==> src/ntm_trainer_consts.svh <==
////////////////////////////////////////
// Sizing macros for the NTM trainer
// Include ahead of the package and RTL
////////////////////////////////////////

`ifndef NTM_TRAINER_CONSTS_SVH
`define NTM_TRAINER_CONSTS_SVH

////////////////////////////////////////
// Datapath widths
////////////////////////////////////////

`define NTM_DATA_WIDTH 32 // Values, products and sums
`define NTM_STEP_WIDTH 8  // Sequence length and step count

// One lane per gradient dW, dK, dU and db
`define NTM_LANES 4

`endif
==> src/ntm_trainer_pkg.sv <==
////////////////////////////////////////
// Shared types of the NTM trainer
// Imported by every RTL block
////////////////////////////////////////

`include "ntm_trainer_consts.svh"

package ntm_trainer_pkg;

  // Wrapped value or running sum
  typedef logic [`NTM_DATA_WIDTH-1:0] ntm_data_t;

  // Sequence length or step index
  typedef logic [`NTM_STEP_WIDTH-1:0] ntm_step_t;

  // Gradient kind, doubles as lane index
  typedef enum logic [1:0] {
    GRAD_W = 2'd0, // d(t) * x(t)
    GRAD_K = 2'd1, // d(t) * r(t)
    GRAD_U = 2'd2, // d(t+1) * h(t)
    GRAD_B = 2'd3  // d(t) * 1
  } ntm_grad_kind_t;

  // Step scheduler FSM
  typedef enum logic [1:0] {
    SCHED_IDLE,
    SCHED_RUN,
    SCHED_FLUSH // Final step draining, or empty run
  } ntm_sched_state_t;

  // Collector FSM
  typedef enum logic {
    COLLECT_WAIT,
    COLLECT_HOLD // Result taken, waiting for next clear
  } ntm_collect_state_t;

endpackage

==> src/ntm_lane_if.sv <==
////////////////////////////////////////
// Feed and drain bundle of one gradient
// lane, scheduler to lane to collector
////////////////////////////////////////

interface ntm_lane_if
  import ntm_trainer_pkg::*;
();

  // Feed side, all single-cycle strobes
  logic      clear;   // Start of a run
  logic      step_en; // err * operand is valid
  logic      last;    // Final strobe of the run
  ntm_data_t err;     // Error term d
  ntm_data_t operand; // x, r, h(t-1) or one

  // Result side
  ntm_data_t sum;  // Running accumulation
  logic      done; // Level, held until next clear

  // Scheduler end
  modport feeder (output clear, step_en, last, err, operand);

  // Accumulator itself
  modport lane (input clear, step_en, last, err, operand, output sum, done);

  // Collector end, re-arms on clear
  modport drain (input sum, done, clear);

endinterface

==> src/ntm_trainer.sv <==
////////////////////////////////////////
// Training back end of the NTM controller
// Accumulates dW, dK, dU and db over one
// sequence and presents them with READY
////////////////////////////////////////

`include "ntm_trainer_consts.svh"

module ntm_trainer
  import ntm_trainer_pkg::*;
(
  // Global
  input  logic      CLK,
  input  logic      RST,

  // Control
  input  logic      START,     // One-cycle strobe
  input  ntm_step_t LENGTH_IN, // Sequence length T
  input  logic      IN_ENABLE, // One step per strobe
  output logic      READY,     // One-cycle pulse per run

  // Step operands
  input  ntm_data_t D_IN, // Error d(t)
  input  ntm_data_t X_IN, // Input x(t)
  input  ntm_data_t R_IN, // Read vector r(t)
  input  ntm_data_t H_IN, // Hidden state h(t)

  // Gradients
  output ntm_data_t W_OUT,
  output ntm_data_t K_OUT,
  output ntm_data_t U_OUT,
  output ntm_data_t B_OUT
);

  ////////////////////////////////////////
  // Lane bundles
  ////////////////////////////////////////

  // Indexed by ntm_grad_kind_t
  ntm_lane_if lane_bus [`NTM_LANES] ();

  // Scheduler
  ntm_step_scheduler u_sched (
    .CLK       (CLK),
    .RST       (RST),
    .START     (START),
    .LENGTH_IN (LENGTH_IN),
    .IN_ENABLE (IN_ENABLE),
    .D_IN      (D_IN),
    .X_IN      (X_IN),
    .R_IN      (R_IN),
    .H_IN      (H_IN),
    .lanes     (lane_bus)
  );

  ////////////////////////////////////////
  // Gradient lanes
  ////////////////////////////////////////

  for (genvar i = 0; i < `NTM_LANES; i++) begin : g_lane
    ntm_gradient_lane u_lane (
      .CLK (CLK),
      .RST (RST),
      .bus (lane_bus[i])
    );
  end

  // Collector
  ntm_gradient_collector u_collect (
    .CLK   (CLK),
    .RST   (RST),
    .lanes (lane_bus),
    .READY (READY),
    .W_OUT (W_OUT),
    .K_OUT (K_OUT),
    .U_OUT (U_OUT),
    .B_OUT (B_OUT)
  );

endmodule

==> src/ntm_gradient_collector.sv <==
////////////////////////////////////////
// Gradient collector. Waits for every lane
// to finish, then registers the sums and
// pulses READY once per run
////////////////////////////////////////

`include "ntm_trainer_consts.svh"

module ntm_gradient_collector
  import ntm_trainer_pkg::*;
(
  input  logic      CLK,
  input  logic      RST,
  ntm_lane_if.drain lanes [`NTM_LANES],
  output logic      READY, // One-cycle pulse
  output ntm_data_t W_OUT,
  output ntm_data_t K_OUT,
  output ntm_data_t U_OUT,
  output ntm_data_t B_OUT
);

  ntm_collect_state_t    state;
  logic [`NTM_LANES-1:0] done_v;
  logic [`NTM_LANES-1:0] clear_v;
  ntm_data_t             sum_v [`NTM_LANES];
  logic                  all_done;
  logic                  capture; // Take the result this cycle

  // Flatten the lane bundles
  for (genvar g = 0; g < `NTM_LANES; g++) begin : g_drain
    assign done_v[g]  = lanes[g].done;
    assign clear_v[g] = lanes[g].clear;
    assign sum_v[g]   = lanes[g].sum;
  end

  assign all_done = &done_v;
  assign capture  = (state == COLLECT_WAIT) && all_done;

  ////////////////////////////////////////
  // Collect FSM
  ////////////////////////////////////////

  always_ff @(posedge CLK or posedge RST) begin
    if (RST) begin
      state <= COLLECT_WAIT;
      READY <= 1'b0;
    end else begin
      READY <= capture;
      // A clear on the capture edge still re-arms for the next run
      if (|clear_v)
        state <= COLLECT_WAIT;
      else if (capture)
        state <= COLLECT_HOLD;
    end
  end

  // Result registers, held until the next capture
  always_ff @(posedge CLK or posedge RST) begin
    if (RST) begin
      W_OUT <= '0;
      K_OUT <= '0;
      U_OUT <= '0;
      B_OUT <= '0;
    end else if (capture) begin
      W_OUT <= sum_v[GRAD_W];
      K_OUT <= sum_v[GRAD_K];
      U_OUT <= sum_v[GRAD_U];
      B_OUT <= sum_v[GRAD_B];
    end
  end

endmodule

==> src/ntm_gradient_lane.sv <==
////////////////////////////////////////
// One gradient lane. Multiplies the fed
// pair and accumulates modulo 2^width
////////////////////////////////////////

`include "ntm_trainer_consts.svh"

module ntm_gradient_lane
  import ntm_trainer_pkg::*;
(
  input logic     CLK,
  input logic     RST,
  ntm_lane_if.lane bus
);

  ntm_data_t product; // Truncated to the data width
  ntm_data_t acc;
  logic      done_q;

  // Wrapped product of the step
  assign product = bus.err * bus.operand;

  ////////////////////////////////////////
  // Accumulator
  ////////////////////////////////////////

  always_ff @(posedge CLK or posedge RST) begin
    if (RST) begin
      acc    <= '0;
      done_q <= 1'b0;
    end else if (bus.clear) begin
      // New run
      acc    <= '0;
      done_q <= 1'b0;
    end else begin
      if (bus.step_en)
        acc <= acc + product; // Wraps on overflow
      if (bus.last)
        done_q <= 1'b1; // Sticky until next clear
    end
  end

  assign bus.sum  = acc;
  assign bus.done = done_q;

endmodule

==> src/ntm_step_scheduler.sv <==
////////////////////////////////////////
// Step scheduler. Latches the run length,
// counts strobed steps and feeds the four
// gradient lanes through a capture stage
////////////////////////////////////////

`include "ntm_trainer_consts.svh"

module ntm_step_scheduler
  import ntm_trainer_pkg::*;
(
  input  logic      CLK,
  input  logic      RST,
  input  logic      START,     // Begins a run from idle
  input  ntm_step_t LENGTH_IN, // Steps in the run
  input  logic      IN_ENABLE, // One step strobe
  input  ntm_data_t D_IN,
  input  ntm_data_t X_IN,
  input  ntm_data_t R_IN,
  input  ntm_data_t H_IN,
  ntm_lane_if.feeder lanes [`NTM_LANES]
);

  ntm_sched_state_t state;
  ntm_step_t        len_q;    // Latched LENGTH_IN
  ntm_step_t        cnt;      // Steps accepted so far
  ntm_step_t        cnt_next;
  logic             run_start; // START taken this cycle
  logic             accept;    // IN_ENABLE taken this cycle

  // Capture stage
  logic      in_valid;
  ntm_data_t d_q;
  ntm_data_t x_q;
  ntm_data_t r_q;
  ntm_data_t h_q;

  // Feed stage, drives the lanes
  logic                  clear_q;
  logic                  last_q;
  logic [`NTM_LANES-1:0] step_en_q;
  logic                  h_valid; // h_prev holds a real step
  ntm_data_t             err_q;
  ntm_data_t             h_prev;  // h from the previous step
  ntm_data_t             operand_q [`NTM_LANES];

  assign cnt_next  = cnt + 1'b1;
  assign run_start = (state == SCHED_IDLE) && START;
  assign accept    = (state == SCHED_RUN) && IN_ENABLE;

  ////////////////////////////////////////
  // Run control
  ////////////////////////////////////////

  always_ff @(posedge CLK or posedge RST) begin
    if (RST) begin
      state    <= SCHED_IDLE;
      len_q    <= '0;
      cnt      <= '0;
      in_valid <= 1'b0;
    end else begin
      in_valid <= accept;
      case (state)
        SCHED_IDLE: begin
          if (START) begin
            len_q <= LENGTH_IN;
            cnt   <= '0;
            // Empty run skips straight to the lone last strobe
            state <= (LENGTH_IN == '0) ? SCHED_FLUSH : SCHED_RUN;
          end
        end
        SCHED_RUN: begin
          if (IN_ENABLE) begin
            cnt <= cnt_next;
            if (cnt_next == len_q) state <= SCHED_FLUSH; // Final step
          end
        end
        SCHED_FLUSH: state <= SCHED_IDLE; // Capture stage empties here
        default:     state <= SCHED_IDLE;
      endcase
    end
  end

  // Step operands
  always_ff @(posedge CLK) begin
    if (accept) begin
      d_q <= D_IN;
      x_q <= X_IN;
      r_q <= R_IN;
      h_q <= H_IN;
    end
  end

  ////////////////////////////////////////
  // Lane feeds
  ////////////////////////////////////////

  always_ff @(posedge CLK or posedge RST) begin
    if (RST) begin
      clear_q   <= 1'b0;
      last_q    <= 1'b0;
      step_en_q <= '0;
      h_valid   <= 1'b0;
    end else begin
      clear_q           <= run_start;
      last_q            <= (state == SCHED_FLUSH); // With final step or alone
      step_en_q[GRAD_W] <= in_valid;
      step_en_q[GRAD_K] <= in_valid;
      step_en_q[GRAD_U] <= in_valid && h_valid; // No h(t-1) on first step
      step_en_q[GRAD_B] <= in_valid;
      if (run_start)
        h_valid <= 1'b0;
      else if (in_valid)
        h_valid <= 1'b1;
    end
  end

  // Operand pairing per gradient
  always_ff @(posedge CLK) begin
    if (in_valid) begin
      err_q             <= d_q;
      operand_q[GRAD_W] <= x_q;
      operand_q[GRAD_K] <= r_q;
      operand_q[GRAD_U] <= h_prev;         // Pairs d(t) with h(t-1)
      operand_q[GRAD_B] <= ntm_data_t'(1); // Bias sums d alone
      h_prev            <= h_q;
    end
  end

  for (genvar g = 0; g < `NTM_LANES; g++) begin : g_feed
    assign lanes[g].clear   = clear_q;
    assign lanes[g].step_en = step_en_q[g];
    assign lanes[g].last    = last_q;
    assign lanes[g].err     = err_q;
    assign lanes[g].operand = operand_q[g];
  end

endmodule

==> config.mk <==
export PLATFORM = sky130hd
export DESIGN_NAME = ntm_trainer
export DESIGN_NICKNAME = d
export VERILOG_FILES = /design/src/ntm_trainer_pkg.sv /design/src/ntm_lane_if.sv /design/src/ntm_trainer.sv /design/src/ntm_gradient_collector.sv /design/src/ntm_gradient_lane.sv /design/src/ntm_step_scheduler.sv
export VERILOG_INCLUDE_DIRS = /design/src
export SDC_FILE = /design/constraint.sdc
export NUM_CORES = 2
export LEC_CHECK = 0
export BUFFER_PORTS_ARGS = -buffer_cell sky130_fd_sc_hd__buf_4
export CAP_MARGIN = 20
export CORE_ASPECT_RATIO = 1.75
export CORE_MARGIN = 2
export CORE_UTILIZATION = 46
export DETAILED_ROUTE_END_ITERATION = 8
export HOLD_SLACK_MARGIN = 0.05
export MAX_ROUTING_LAYER = met4
export SLEW_MARGIN = 20
export SYNTH_ARGS = -nofsm -noshare
export SYNTH_HDL_FRONTEND = slang
export SYNTH_SLANG_ARGS = --single-unit
export TNS_END_PERCENT = 1
==> constraint.sdc <==
create_clock -name CLK -period 8 [get_ports CLK]
set_clock_uncertainty 0.15 [all_clocks]
set_input_delay 0.4 -clock CLK [delete_from_list [all_inputs] [get_ports CLK]]
set_output_delay 0.4 -clock CLK [all_outputs]
set_load 0.1 [all_outputs]
==> reports/qor.txt <==
Run status = complete, no violations
Non-Filler Instances = 9661
Worst setup SP type = flop
Largest cells by area after synthesis = fa_1, edfxtp_1, dfrtp_1, ha_1, and2_1
GP Congestion = 0.946
Crit path top cell by count = fa_1
Top-count cell post-synth = inv_1
Clock latency on the worst-skew pair = 0.74 ns
Hold_ws = 0.129 ns
Routed len/inst = 21.8 µm
Largest register FFs = 128
Placed cells = 9391
Commonest cells post-synth = inv_1, fa_1, nand2_1
Crit. End Element = flop
Yosys reg bits = 571
Final HPWL DP = 166 mm
Initial detailed-routing violation count = 2433
Synthesized net count = 9201
Vias = 50300
Setup TNS = 0 ns
Fin crit period = 7.77 ns
Highest Clock Rate = 129 MHz
CTS root buf = clkbuf_16
Final WL = 210 mm
Synthesized area = 0.0724 mm²
Vias per cell = 5.21
I/O Pins = 269
Share of cells above drive strength 1 = 8.17%
Worst hold path type = primary input to flop
Initial Util = 46.3%
Area grow syn2layout = 12.0%
Worst Path Required = 8.49 ns
Tcrit/Tclk final = 97.2%
Final setup vio count = 0
Sink Count = 571
Yosys warning total = 0
CP arrival = 8.27 ns
Cell taking the most area after synthesis = fa_1
Slew @ Worst Pin = 0.964 ns
Final hold viol count = 0
Worst Slack Setup Final = 0.226 ns
Number of core rows = 192
Antenna-violating nets left = 0
Clock slew at reported path FFs = 0.06 ns
TritonCTS clock tree = built
Gate count of the mapped netlist = 7255
Chip height = 529 µm
Post-synth EDFFs = 288
Die X = 304 µm
Htree depth = 2
Cts bufs inserted = 59
Largest net degree at the start of global routing = 130
Unrepaired setup endpoints after global routing = yes
Nets@finish = 9514
Total gr overflow = 0
TritonRoute pass-1 iters = 8
Port bufs = 268
FFs w/ async S/R, synth = 49.6%
Die area = 0.161 mm²
GRT Overall Usage = 27.8%
Initial antenna violation count = 13
Global-route wire length before repair = 329 mm
Setup WS pre-CTS = 0.158 ns
Slowest-stage cell, CP = fa_1
Max cap viols = 0
Yosys top cell area share = 36.4%
Max incr delay on CP = 0.58 ns
Top_reg_cell synth = edfxtp_1
Yosys cell types = 80
Mapped Avg Cell Area = 9.97 µm²
Crit-path max FO = 21
Worst rel slew slack = 35.7%
Core area = 0.156 mm²
Clk buf depth = 3
Sequential area share after synthesis = 21.7%
Vias in the first global route = 56600
Slew Limit Fails = 0
WS Path Type = flop to flop
DRC violations left = 0
==> per-stage QoR <==
stage | util, % | area [µm²]
after floorplan | - | 72400
after global placement | 49.5 | 77400
after detailed placement | 49.5 | 77400
after CTS | 51.7 | 80900
after global routing | 51.8 | 81100
final | 51.8 | 81100
==> final timing paths <==
kind	depth (start not counted)	to	slack [ns]	start
max in group asynchronous	5	u_collect.U_OUT[28]	6.02	RST
setup reg to reg	28	g_lane[0].u_lane.bus.sum[31]	0.23	u_sched.lanes[0].err[16]
hold reg to reg	0	u_sched.operand_q[1][5]	0.26	u_sched.r_q[5]
setup / recovery	28	g_lane[0].u_lane.bus.sum[31]	0.23	u_sched.lanes[0].err[16]
min in group asynchronous	4	u_sched.len_q[6]	0.28	RST
hold / removal	6	u_sched.state[1]	0.13	IN_ENABLE
==> cells in the final DEF (no fill, tap or decap), types with 10 or more instances in the layout <==
master	instances
a211oi_1	15
a21o_1	44
a21oi_1	90
a31oi_1	14
and2_1	956
and3_1	11
buf_12	30
buf_4	443
clkbuf_16	59
dfrtp_1	279
dlygate4sd3_1	139
edfxtp_1	288
fa_1	1315
ha_1	491
inv_1	1484
mux2_2	12
mux2i_1	78
nand2_1	961
nand2b_1	19
nand3_1	25
nor2_1	180
nor2b_1	16
nor3_1	25
o211ai_1	10
o21a_1	20
o21ai_0	115
o21bai_1	11
o31ai_1	12
or3_1	15
xnor2_1	227
xor2_1	58
==> worst max-delay path: cells and delay by family, from the launching register on <==
kind	cells	cell delay (ns)
AO/OA/AOI/OAI	9	1.68
XOR/XNOR	1	0.10
adder cells (fa/ha/maj)	9	4.39
buffers and inverters	8	0.71
flip-flops	1	0.43
AND/OR/NAND/NOR	1	0.18
==> repair_timing <==
action	in CTS	in global routing
setup buffers	0	14
resized for setup	0	11
endpoints found under the hold margin	234	0
endpoints found under the setup margin	0	7
hold buffers	139	0
==> metal layers <==
metal	share of wire [%]	GRT usage [%]
met5	0	-
met4	5.2	12.4
met3	4.1	3.00
met2	53	50.3
met1	37	30.9
==> kinds of logic (layout without fill, tap and decap cells) <==
kind of cell	count (synthesis)	after routing	share of synthesized area (%)
muxes	90	90	1.27
adders and majority gates	1806	1806	44.9
xor gates and xnor gates	285	285	3.45
DFF	571	571	21.7
buffers and inverters	1849	2211	9.61
AOI/OAI and AO/OA	397	397	3.51
and+or+nand+nor	2257	2257	15.6
other	0	7	0
==> area by class of cell <==
cell class / count / area (µm²)
antenna: 7 / 17.5
clock buffer: 66 / 1530
tap: 2037 / 2550
sequential: 571 / 15700
fill: 14200 / 75300
multi-input combinational: 4835 / 49700
clock inverter: 44 / 578
timing repair buffer: 614 / 5340
inverter: 1487 / 5590
Power is not shown: default switching activity piles up to over one toggle a cycle in this logic, so the estimate is an artifact.
